`src/soc_settings.svh`:
```
/*
 * SoC fabric constants: bus widths, memory map, device ids,
 * reset length and interrupt source count
 */
`ifndef SOC_SETTINGS_SVH
`define SOC_SETTINGS_SVH

// Bus geometry, word addressed with byte selects
`define DATA_W 32
`define ADDR_W 30
`define SEL_W 4

// Counted system reset
`define RST_CYCLES 16
`define RST_CNT_W 5

`define SOC_ID 6

// Memory map in words
`define RAM_BASE 'h000
`define RAM_WORDS 1024
`define DEVTBL_BASE 'h400
`define DEVTBL_WORDS 16
`define INTCTRL_BASE 'h410
`define INTCTRL_WORDS 16
// Size reported for the catch-all slot
`define INVALID_WORDS 1024

// Device ids as reported by the device table
`define ID_RAM 1
`define ID_DEVTBL 7
`define ID_INTCTRL 3
`define ID_INVALID 0

`define INTR_SRC_COUNT 2

`endif
```
`src/soc_pkg.sv`:
```
/*
 * SoC fabric types: bus slots, reset commands and
 * reset sequencer states
 */
`default_nettype none

package soc_pkg;

	// Bus slot index, also the order of the device table
	typedef enum logic [1:0] {
		SLOT_RAM     = 2'd0,
		SLOT_DEVTBL  = 2'd1,
		SLOT_INTCTRL = 2'd2,
		SLOT_INVALID = 2'd3
	} slot_e;

	// Encoding follows the two reset control bits {bit1, bit0}
	typedef enum logic [1:0] {
		RST_NONE = 2'b00,
		RST_OFF  = 2'b01,
		RST_WARM = 2'b10,
		RST_COLD = 2'b11
	} rst_cmd_e;

	typedef enum logic [1:0] {
		RST_COUNT = 2'd0,
		RST_RUN   = 2'd1,
		RST_HALT  = 2'd2
	} rst_state_e;

endpackage

`default_nettype wire

```
`src/devtbl_regs.sv`:
```
/*
 * Device table. Read-only SoC id and per-slot id/map size words,
 * plus the write-only software reset control register
 */
`timescale 1ns/1ns
`default_nettype none

`include "soc_settings.svh"

module devtbl_regs (
	input  logic               clk48mhz_i,
	input  logic               sys_rst_i,
	input  logic               stb_i,
	input  logic               we_i,
	input  logic [3:0]         adr_i,
	input  logic [`DATA_W-1:0] dat_i,
	input  logic [`SEL_W-1:0]  sel_i,
	output logic [`DATA_W-1:0] dat_o,
	output logic               ack_o,
	output soc_pkg::rst_cmd_e  rst_cmd_o
);

	logic               ack_q;
	logic               access;
	logic [1:0]         rst_bits_q;
	logic [3:0]         ofs;
	soc_pkg::slot_e     tbl_slot;
	logic [`DATA_W-1:0] dev_id;
	logic [`DATA_W-1:0] map_sz;
	logic [`DATA_W-1:0] rd_word;

	assign access = stb_i & ~ack_q;

	// Slot entries start at word 2, two words each
	assign ofs      = adr_i - 4'd2;
	assign tbl_slot = soc_pkg::slot_e'(ofs[2:1]);

	always_comb begin
		dev_id = `DATA_W'(`ID_INVALID);
		map_sz = `DATA_W'(`INVALID_WORDS);
		case (tbl_slot)
			soc_pkg::SLOT_RAM: begin
				dev_id = `DATA_W'(`ID_RAM);
				map_sz = `DATA_W'(`RAM_WORDS);
			end
			soc_pkg::SLOT_DEVTBL: begin
				dev_id = `DATA_W'(`ID_DEVTBL);
				map_sz = `DATA_W'(`DEVTBL_WORDS);
			end
			soc_pkg::SLOT_INTCTRL: begin
				dev_id = `DATA_W'(`ID_INTCTRL);
				dev_id[`DATA_W-1] = 1'b1;   // uses interrupts
				map_sz = `DATA_W'(`INTCTRL_WORDS);
			end
			default: begin
				dev_id = `DATA_W'(`ID_INVALID);
				map_sz = `DATA_W'(`INVALID_WORDS);
			end
		endcase
	end

	always_comb begin
		if (adr_i == 4'd0) begin
			rd_word = `DATA_W'(`SOC_ID);
		end else if (adr_i == 4'd1) begin
			rd_word = `DATA_W'(2 ** $bits(soc_pkg::slot_e));
		end else if (adr_i <= 4'd9) begin
			rd_word = ofs[0] ? map_sz : dev_id;
		end else begin
			rd_word = '0;
		end
	end

	always_ff @(posedge clk48mhz_i) begin
		if (sys_rst_i) begin
			ack_q      <= 1'b0;
			rst_bits_q <= 2'b00;
		end else begin
			ack_q <= access;
			if (access && we_i && sel_i[0] && adr_i == 4'd15) begin
				rst_bits_q <= dat_i[1:0];
			end
		end
	end

	always_ff @(posedge clk48mhz_i) begin
		if (access) begin
			dat_o <= rd_word;
		end
	end

	assign ack_o = ack_q;

	always_comb begin
		case (rst_bits_q)
			2'b11:   rst_cmd_o = soc_pkg::RST_COLD;
			2'b10:   rst_cmd_o = soc_pkg::RST_WARM;
			2'b01:   rst_cmd_o = soc_pkg::RST_OFF;
			default: rst_cmd_o = soc_pkg::RST_NONE;
		endcase
	end

endmodule

`default_nettype wire

```
`config.mk`:
```
export PLATFORM = sky130hd
export DESIGN_NAME = devtbl_regs
export DESIGN_NICKNAME = d
export VERILOG_FILES = /design/src/soc_pkg.sv /design/src/devtbl_regs.sv
export VERILOG_INCLUDE_DIRS = /design/src
export SDC_FILE = /design/constraint.sdc
export NUM_CORES = 1
export LEC_CHECK = 0
export BUFFER_PORTS_ARGS = -buffer_cell sky130_fd_sc_hd__buf_2
export CAP_MARGIN = 30
export CORE_ASPECT_RATIO = 1.25
export CORE_MARGIN = 1
export CORE_UTILIZATION = 36
export CTS_CLUSTER_DIAMETER = 150
export DETAILED_ROUTE_END_ITERATION = 6
export PLACE_DENSITY = 0.86
export SLEW_MARGIN = 20
export SYNTH_ARGS = -nofsm -noshare
export SYNTH_HDL_FRONTEND = slang
export SYNTH_SLANG_ARGS = --single-unit
export TNS_END_PERCENT = 1
```
`constraint.sdc`:
```
create_clock -name clk48mhz_i -period 3.3 [get_ports clk48mhz_i]
set_clock_uncertainty 0.15 [all_clocks]
set_input_delay 0.33 -clock clk48mhz_i [delete_from_list [all_inputs] [get_ports clk48mhz_i]]
set_output_delay 0.33 -clock clk48mhz_i [all_outputs]
set_load 0.03 [all_outputs]
```
# After elaboration in Yosys (flattened, before gate mapping)
# Index checks and enable logic that the tools add are counted.
# op_classes
n_eq_ne	7
add_sub_neg	1
n_lt_le_gt_ge	1
n_reduce_logical	8
n_bitwise	3
mux	6
# op_table
cell	n
case mux 32 bit (3 select lines)	1
2-to-1 mux 32 bit	1
2-to-1 mux 11 bit	1
== test 2 bit, second input constant	3
case mux 2 bit (3 select lines)	1
== test 2 x 1 -> 1 bit, second input constant	2
== test 4 x 1 -> 1 bit, second input constant	1
== test 4 bit, second input constant	1
<= comparator 4 bit, second input constant	1
zero test 4 bit	1
OR reduction 2 bit	2
logical AND 1 bit	3
2-to-1 mux 3 bit	1
OR reduction 3 bit	1
subtractor 3 x 2 -> 3 bit, second input constant	1
zero test 2 bit	1
2-to-1 mux 2 bit	1
inverter 1 bit	2
AND 1 bit	1
# word_totals
register_bits	35
out_inout_bits	35
in_bits	44
wordCells	31

# Logic depth before layout (Yosys ltp)
# Gate-level depths: netlist of the first run.
# depth
ltp_word	7
mapped_depth	4
mapped_depth_nobuf	4

# Worst setup path after synthesis of the first run
# OpenSTA, ideal clock, no wires.
# synth_path
path_type	input -> register
start	input port adr_i[1]
end	register dat_o[10], data pin
cell_stages	4
arrival_time_ns	1.069
path_slack_ns	1.827
t_required_ns	2.896
n_path_buf	0
setup_time_ns	0.254
cell_sequence	inv_1 ha_1 and3_2 o21a_1
# synth_via
elab_chain_len	5
word_cells_on_any_way	11
classes_between	add/sub (1); order compare (1); eq/ne (3); mux (2); bitwise (1); reduce/logical (3)
# synth_lines
element	line_no	text
start, declared	devtbl_regs.sv:15	input logic [3:0] adr_i,
subtractor 3 x 2 -> 3 bit	devtbl_regs.sv:35	assign ofs = adr_i - 4'd2;
== test 2 bit or == test 2 x 1 -> 1 bit (tied branches)	devtbl_regs.sv:41	case (tbl_slot)
OR reduction 2 bit (no line)	n/a	
2-to-1 mux 11 bit	devtbl_regs.sv:41	
2-to-1 mux 32 bit	devtbl_regs.sv:68	rd_word = ofs[0] ? map_sz : dev_id;
end signal, assigned	devtbl_regs.sv:88	dat_o <= rd_word;
end, declared	devtbl_regs.sv:18	output logic [`DATA_W-1:0] dat_o,
# Parallel ways exist; a longest one is shown, timed or not.
# A chain may end at the register's enable or synchronous reset.

# Final worst setup path of the first run
# Same ends and word-level chain as after synthesis.

==> results of run 1 <==
==> cells by family after synthesis <==
kind of cell	synth area share, %
buffers and inverters	31.2
AND/OR/NAND/NOR	16.5
flip-flops	34.5
AO/OA/AOI/OAI	5.03
adder cells (fa/ha/maj)	6.82
XOR/XNOR	2.51
multiplexers	2.87
other	0.538
==> cell usage in the layout, fill, tap and decap left out, drive strengths merged, types with 2 or more instances in the layout <==
cell and instances:
mux2i 2, xnor2 2, a21oi 2, nand2b 5
edfxtp 6, nor2 2, o21a 2, clkbuf 4
inv 4, dfxtp 3, buf 19, nor3 4
ha 3, nor3b 2, conb 26
==> power by group through the flow <==
stage | logic [mW] | clock network [mW] | registers [mW]
floorplan | 0.0820 | 0 | 0.143
global placement | 0.0871 | 0 | 0.131
detailed placement | 0.0888 | 0 | 0.131
CTS | 0.0892 | 0.0881 | 0.128
global route | 0.0956 | 0.0979 | 0.129
finish | 0.0894 | 0.0845 | 0.128
==> worst min path at each step <==
stage | to | from | cells after the start | slack (ns)
2_1_floorplan | ack_o | sys_rst_i | 1 | 0.25
3_3_place_gp | rst_bits_q[0] | rst_bits_q[0] | 2 | 0.31
3_5_place_dp | rst_bits_q[0] | rst_bits_q[0] | 2 | 0.33
4_1_cts | ack_o | sys_rst_i | 2 | 0.12
5_1_grt | ack_o | sys_rst_i | 2 | 0.11
6_report | ack_o | sys_rst_i | 2 | 0.12
==> state kept, by name, indices dropped and copies added (netlist names) <==
name / count
ack_o: 1
dat_o: 6
rst_bits_q: 2
==> through the flow <==
stage,cell area [sq um],hold WS (ns)
after global routing,733,0.111
final,733,0.121
after global placement,707,0.308
after CTS,733,0.118
after detailed placement,707,0.329
after floorplan,791,0.252
==> metal layers <==
layer / global-route usage [%] / part of all wire [%]
met1: 11.1 / 39
met2: 16.1 / 50
met5: 0 / 0
met4: 6.45 / 0
met3: 3.91 / 11
==> final cells by class <==
cell class	instances	area (sq um)	area share, %
clock buffer	4	26.3	3.58
sequential	9	240	32.8
multi-input combinational	56	333	45.4
inverter	4	15.0	2.05
tap	19	23.8	3.24
timing repair buffer	19	95.1	13.0
==> worst max-delay path, stage by stage <==
cell	delay, ns
buf_2	0.16
inv_1	0.11
ha_1	0.37
and3_2	0.20
o21a_1	0.18
==> flow_summary.ini, run 1 <==
[power_and_ir_drop]
clockPowerShare_pct = 28.0
finalPower_mw = 0.302
p_int_mw = 0.192
p_comb_share_pct = 29.6
switching_power_mw = 0.110
swShare_pct = 36.5
ir_worst_vdd_v = 0.000138
p_leak_nw = 0.383
power_density_nw_per_um2 = 412
p_seq_share_pct = 42.5

[worst_setup_path]
worstSetupStartpointType = input pin
path_class = in2reg
cp-endpoint = dat_o[10]
crit_start = adr_i[1]
end_kind = flop
r2r_end = dat_o[10]
ff2ff_path_depth = 2
regToRegSetupSlack_ns = 2.10
required_ns = 3.16
cp_max_fo = 8
r2r_start = ack_o
cp.arrival_ns = 1.35

[global_routing]
grt_pass1_vias = 356
gr-usage-all-layers_pct = 10.3
grt_pass1_wl_um = 1420
grt_max_degree = 9
grt_antenna_before_repair = 0
gr-total-overflow = 0

[sta]
finalHoldViolations = 0
tns_ns = 0
setup_viol = 0
worst_slack_ns = 1.81
fmax_mhz = 672
fin_crit_sh_pct = 45.1
fin_crit_ns = 1.49
rsz0062_at_grt = no
drv_slew = 0

[final_layout]
final_cells = 111
areaGrowthSynthToFinish_pct = 5.21
postLayoutCoreUtil_pct = 41.0
num-fill-cells = 189
nets = 140
antenna-diode-count = 0
drive_above_1_share_pct = 27.2

[synthesis]
synthArstFlopShare_pct = 0
syn_area_sq_um = 697
seq_area_frac_synth_pct = 34.5
ys_seq_elements = 9
yosysWarnings = 0
synth.top_cell.area_share_pct = 28.0
syn_area_per_cell_sq_um = 9.68
ys_top_cells_by_area = buf_4 28%, edfxtp_1 26%, dfxtp_1 8.6%, ha_1 5.4%, nand2b_1 4.5%
synthCells = 72
synthFlopType = edfxtp_1
yosysMostFrequentCell = buf_4
yosys.area.top_type = buf_4
yosys-top-cells-count = 26 x buf_4, 6 x edfxtp_1, 5 x nand2b_1, 4 x inv_1
synthDistinctLibCells = 22
synth_edf_count = 6

[floorplanning]
core_sq_um = 1790
die_h_um = 51.2
row_count = 17
fp.dieArea_sq_um = 2120
fp.dieW_um = 41.4
start_util_pct = 39.0
ios = 79

[clock_network]
cts_root_buf = clkbuf_4
postCtsHoldBufs = 0
clock_latency_ns = 0.25
cts_made_buffers = 3
clock-sinks = 9
post_cts.repair.setup_buffers = 0
postCtsResizedCells = 0
cts_tree = done
clkTransAtPathRegs_ns = 0.06
clockBufferDepth = 2
h-tree-depth = 1

[route]
drt_pass1_iterations = 4
wl_per_cell_um = 9.03
antenna_left = 0
finalWirelength_um = 1000
drt_iter0_markers = 7
routed_via_density = 4.21
drc = 0
num_vias = 467

[worst_hold_path]
hold_class = in2reg

[placed_design]
dp_hpwl_um = 813
pre_cts_slack_ns = 1.55
gp_congestion = 0.672
port_buffers = 19
dp_cells = 107

[flow_run]
drv_cap = 0

[status]
status = complete, no violations
Power figures use the tool's default switching activity.
==> inputs of run 2 (changes only) <==
--- a/config.mk
+++ b/config.mk
@@ -10,10 +10,10 @@
 export CAP_MARGIN = 30
 export CORE_ASPECT_RATIO = 1.25
 export CORE_MARGIN = 1
-export CORE_UTILIZATION = 36
+export CORE_UTILIZATION = 33
 export CTS_CLUSTER_DIAMETER = 150
 export DETAILED_ROUTE_END_ITERATION = 6
-export PLACE_DENSITY = 0.86
+export PLACE_DENSITY = 0.8
 export SLEW_MARGIN = 20
 export SYNTH_ARGS = -nofsm -noshare
 export SYNTH_HDL_FRONTEND = slang
==> constraint.sdc (replaced) <==
create_clock -name clk48mhz_i -period 1.45 [get_ports clk48mhz_i]
set_clock_uncertainty 0.15 [all_clocks]
set_input_delay 0.145 -clock clk48mhz_i [delete_from_list [all_inputs] [get_ports clk48mhz_i]]
set_output_delay 0.145 -clock clk48mhz_i [all_outputs]
set_load 0.03 [all_outputs]
==> flow_summary.ini, run 2 (same netlist as run 1, synthesis figures left out) <==
[final_layout]
areaGrowthSynthToFinish_pct = 12.9
layout_commonest_cell = conb_1
drive_above_1_share_pct = 28.6
antenna-diode-count = 0
mostFrequentLayoutCells = 26 x conb_1, 19 x buf_2, 6 x edfxtp_1
stdcell_area_sq_um = 787
multi_input_area_sq_um = 333
num-fill-cells = 203
seq_area_sq_um = 240
nets = 146
largest-register = dat_o
largest_register_ffs = 6

[status]
status = complete, no violations

[sta]
fmax_mhz = 837
tns_ns = 0
finalHoldViolations = 0
drv_slew = 0
fin_crit_ns = 1.20
setup_viol = 0
rsz0062_at_grt = no
fin_crit_sh_pct = 82.4

[clock_network]
postCtsResizedCells = 0
clock_latency_ns = 0.26
cts_tree = done
clockBufferDepth = 2
clock-sinks = 9
clkTransAtPathRegs_ns = 0.06
cts_made_buffers = 3
h-tree-depth = 1
post_cts.repair.setup_buffers = 0
cts_root_buf = clkbuf_4

[route]
drc = 0
drt_iter0_markers = 7
antenna_left = 0
finalWirelength_um = 1040
drt_pass1_iterations = 4
routed_via_density = 4.19
wl_per_cell_um = 8.77
num_vias = 494

[worst_hold_path]
whs_path_depth = 3
hold_class = in2reg

[worst_setup_path]
end_kind = flop
cp_max_fo = 6
ff2ff_path_depth = 2
required_ns = 1.25
path_class = reg2reg
worstSetupStartpointType = flop
cp.arrival_ns = 1.00

[global_routing]
grt_pass1_vias = 446
grt_pass1_wl_um = 1730
gr-usage-all-layers_pct = 10.3
grt_antenna_before_repair = 0
grt_max_degree = 8
gr-total-overflow = 0

[floorplanning]
die_h_um = 53.4
start_util_pct = 35.2
fp.dieArea_sq_um = 2300
fp.dieW_um = 43.1
row_count = 18
core_sq_um = 1980
ios = 79

[power_and_ir_drop]
p_comb_share_pct = 30.7
switching_power_mw = 0.254
p_seq_share_pct = 41.7
swShare_pct = 36.2
clockPowerShare_pct = 27.6
p_int_mw = 0.447
p_leak_nw = 0.410
power_density_nw_per_um2 = 892
ir_worst_vdd_v = 0.000415

[placed_design]
gp_congestion = 0.800
place_area_sq_um = 731
dp_hpwl_um = 826
port_buffers = 19

[flow_run]
drv_cap = 0
[run 2: repair_timing]
item                                    CTS  global route
endpoints found under the setup margin    0             0
endpoints found under the hold margin     3             0
hold buffers                              3             0
[run 2: routing by layer]
layer / vias up / routed length, um / global-route usage, %
met5: - / 0 / 0
met1: 217 / 336 / 8.62
met3: 7 / 117 / 3.75
met4: 0 / 41 / 7.58
li1: 235 / - / -
met2: 35 / 540 / 19.4
[run 2: worst max-delay path, cell delays in order (launching register included)]
cell	delay (ns)
dfxtp_1	0.30
nand2b_1	0.21
inv_1	0.22
[run 2: cell type report]
class                           count  share of cell area, %
Clock buffer                        4                   3.34
Inverter                            4                   1.91
Multi-Input combinational cell     56                   42.3
Sequential cell                     9                   30.5
Tap cell                           20                   3.18
Timing Repair Buffer               25                   18.8
[run 2: final timing paths]
| check | slack, ns | startpoint | end |
|---|---|---|---|
| hold / removal | 0.07 | stb_i | ack_o |
| setup / recovery | 0.25 | ack_o | dat_o[4] |
| hold reg to reg | 0.32 | rst_bits_q[0] | rst_bits_q[0] |
| setup reg to reg | 0.25 | ack_o | dat_o[4] |
[run 2: power by group through the flow]
stage          Sequential, mW  Clock (mW)  Combinational (mW)
2_1_floorplan           0.325           0               0.187
3_3_place_gp            0.297           0               0.204
3_5_place_dp            0.298           0               0.208
4_1_cts                 0.293       0.197               0.214
5_1_grt                 0.294       0.209               0.233
6_report                0.292       0.194               0.216
[run 2: through the flow]
| step | power, mW | setup slack (ns) | utilization, % | hold WS (ns) | std cells |
|---|---|---|---|---|---|
| 6_report | 0.702 | 0.255 | 39.7 | 0.0676 | 118 |
| 5_1_grt | 0.736 | 0.187 | 39.7 | 0.114 | 118 |
| 4_1_cts | 0.704 | 0.249 | 39.7 | 0.0651 | 118 |
| 3_5_place_dp | 0.506 | 0.00355 | 36.9 | 0.207 | 111 |
| 3_3_place_gp | 0.502 | 0.0248 | 36.9 | 0.198 | 111 |
| 2_1_floorplan | 0.512 | 0.162 | - | 0.0674 | 97 |
==> inputs of run 3 (changes only) <==
--- a/config.mk
+++ b/config.mk
@@ -6,14 +6,15 @@
 export SDC_FILE = /design/constraint.sdc
 export NUM_CORES = 1
 export LEC_CHECK = 0
+export ABC_AREA = 1
 export BUFFER_PORTS_ARGS = -buffer_cell sky130_fd_sc_hd__buf_2
 export CAP_MARGIN = 30
 export CORE_ASPECT_RATIO = 1.25
 export CORE_MARGIN = 1
-export CORE_UTILIZATION = 33
+export CORE_UTILIZATION = 32
 export CTS_CLUSTER_DIAMETER = 150
 export DETAILED_ROUTE_END_ITERATION = 6
-export PLACE_DENSITY = 0.8
+export PLACE_DENSITY = 0.79
 export SLEW_MARGIN = 20
 export SYNTH_ARGS = -nofsm -noshare
 export SYNTH_HDL_FRONTEND = slang
==> constraint.sdc (replaced) <==
create_clock -name clk48mhz_i -period 1.2 [get_ports clk48mhz_i]
set_clock_uncertainty 0.15 [all_clocks]
set_input_delay 0.12 -clock clk48mhz_i [delete_from_list [all_inputs] [get_ports clk48mhz_i]]
set_output_delay 0.12 -clock clk48mhz_i [all_outputs]
set_load 0.03 [all_outputs]
==> flow_summary.ini, run 3 <==
[status]
status = complete, but fails checks
violations = hold timing

[worst_setup_path]
cp.arrival_ns = 0.88
cpLargestDelayFamily = flip-flops
r2r_start = ack_o
path_class = reg2reg
ff2ff_path_depth = 3
r2r_end = dat_o[31]
regToRegSetupSlack_ns = 0.12
end_kind = flop
cpPeakStageDelay_ns = 0.31
worstSetupStartpointType = flop
crit_top_cell = inv_1
cp_max_fo = 6
required_ns = 1.00
crit_slowest_cell = dfxtp_1
cp_cell_sequence = inv_1 -> nand2_2 -> inv_1
worst-path-buf-inv = 2

[route]
routed_via_density = 3.89
finalWirelength_um = 912
wl_per_cell_um = 7.41
drt_pass1_iterations = 6
drc = 0
num_vias = 478
drt_iter0_markers = 10
antenna_left = 0

[floorplanning]
die_h_um = 53.2
ios = 79
start_util_pct = 33.9
fp.dieArea_sq_um = 2290
core_sq_um = 1980
fp.dieW_um = 43.0
row_count = 18

[sta]
tns_ns = 0
fmax_mhz = 924
fin_crit_sh_pct = 90.2
worst_hold_slack_ns = -0.0276
finalHoldViolations = 1
fin_crit_ns = 1.08
rsz0062_at_grt = no
drv_slew = 0
setup_viol = 0

[global_routing]
gr-total-overflow = 0
gr-usage-all-layers_pct = 8.40
grt_pass1_vias = 351
grt_antenna_before_repair = 0
grt_pass1_wl_um = 1300
grt_max_degree = 7

[synthesis]
synth.top_cell.area_share_pct = 29.1
ys_seq_elements = 9
syn_area_sq_um = 672
synthCells = 79
syn_area_per_cell_sq_um = 8.50
yosys-top-cells-count = 26 x buf_4, 8 x inv_1, 7 x nor2_1, 6 x edfxtp_1, 6 x nand2_1
yosysWarnings = 0
yosysMostFrequentCell = buf_4
synth_edf_count = 6
synthFlopType = edfxtp_1
yosys.area.top_type = buf_4
synthDistinctLibCells = 17
seq_area_frac_synth_pct = 35.8
synthArstFlopShare_pct = 0
ys_top_cells_by_area = buf_4 29%, edfxtp_1 27%, dfxtp_1 8.9%, ha_1 5.6%, inv_1 4.5%

[final_layout]
postLayoutCoreUtil_pct = 37.4
largest-register = dat_o
antenna-diode-count = 0
layout_commonest_cell = conb_1
nets = 151
num-fill-cells = 205
areaGrowthSynthToFinish_pct = 10.4
largest_register_ffs = 6
mostFrequentLayoutCells = 26 x conb_1, 19 x buf_2, 8 x inv_1
drive_above_1_share_pct = 31.1

[clock_network]
post_cts.repair.setup_buffers = 0
cts_root_buf = clkbuf_4
clock_latency_ns = 0.26
clockBufferDepth = 2
h-tree-depth = 1
cts_tree = done
clock-sinks = 9
cts_made_buffers = 3
postCtsHoldBufs = 1
postCtsResizedCells = 0
clkTransAtPathRegs_ns = 0.06

[power_and_ir_drop]
p_comb_share_pct = 30.1
p_int_mw = 0.533
p_seq_share_pct = 42.1
p_leak_nw = 0.408
finalPower_mw = 0.843
clockPowerShare_pct = 27.8
switching_power_mw = 0.309
ir_worst_vdd_v = 0.000328
power_density_nw_per_um2 = 1140
swShare_pct = 36.7

[worst_hold_path]
holdPathEnd = ack_o
whs_path_depth = 3
worstHoldStart = stb_i
hold_class = in2reg

[placed_design]
port_buffers = 19
dp_hpwl_um = 791
gp_congestion = 0.729

[flow_run]
drv_cap = 0
-- run 3: cell types whose count changed after synthesis, moves of 3 or more --
| cell | before | now |
|---|---|---|
| inv_1 | 4 | 8 |
| nand2_1 | 1 | 6 |
| nand2_2 | 0 | 3 |
| nand2b_1 | 5 | 0 |
| nand3_1 | 0 | 5 |
| nor2_1 | 2 | 7 |
| nor3_1 | 3 | 0 |
-- run 3: worst max path at each step --
stage                  start        end  slack (ns)  cells after the start
floorplan              ack_o   dat_o[0]        0.02                      3
global placement    adr_i[1]   dat_o[1]       -0.09                      5
detailed placement  adr_i[1]   dat_o[1]       -0.11                      5
CTS                 dat_o[4]   dat_o[4]        0.10                      1
global route        adr_i[1]   dat_o[1]        0.07                      5
finish                 ack_o  dat_o[31]        0.12                      3
-- run 3: logic make-up after synthesis --
group	Yosys count	synth area share (%)
AOI/OAI and AO/OA	4	3.54
xor gates and xnor gates	1	1.30
adders and majority gates	3	5.59
buffers and inverters	37	35.2
DFF	9	35.8
other	1	0.558
and+or+nand+nor	24	18.1
-- run 3: per-layer routing --
| layer | track usage (%) | vias to the layer above | wire (um) |
|---|---|---|---|
| met5 | 0 | - | 0 |
| met4 | 9.09 | 0 | 25 |
| met3 | 3.41 | 3 | 88 |
| met2 | 15.9 | 31 | 514 |
| met1 | 5.59 | 208 | 284 |
| li1 | - | 236 | - |
-- run 3: area by class of cell --
class / count / area [sq um] / area share (%)
repair buffers: 23 / 128 / 17.2
inverters: 9 / 33.8 / 4.55
flip-flops and latches: 9 / 240 / 32.4
clock buffers: 4 / 26.3 / 3.54
multi-input cells: 58 / 289 / 39.0
well taps: 20 / 25.0 / 3.37
-- run 3: power groups by stage --
stage          registers (mW)  logic, mW  clock network [mW]
6_report                0.355      0.254               0.234
5_1_grt                 0.356      0.272               0.248
3_5_place_dp            0.362      0.251                   0
3_3_place_gp            0.361      0.247                   0
2_1_floorplan           0.398      0.226                   0
4_1_cts                 0.355      0.253               0.240
-- run 3: worst reg2reg max path: stages, from the launching register on --
cell and delay [ns]:
dfxtp_1 0.31, inv_1 0.06, nand2_2 0.07, inv_1 0.18
-- run 3: per-stage QoR --
step | worst slack, ns | instance area (sq um) | cells
6_report | 0.118 | 742 | 123
5_1_grt | 0.0713 | 742 | 123
2_1_floorplan | 0.0159 | 766 | 104
4_1_cts | 0.102 | 742 | 123
3_3_place_gp | -0.0853 | 706 | 118
3_5_place_dp | -0.108 | 706 | 118
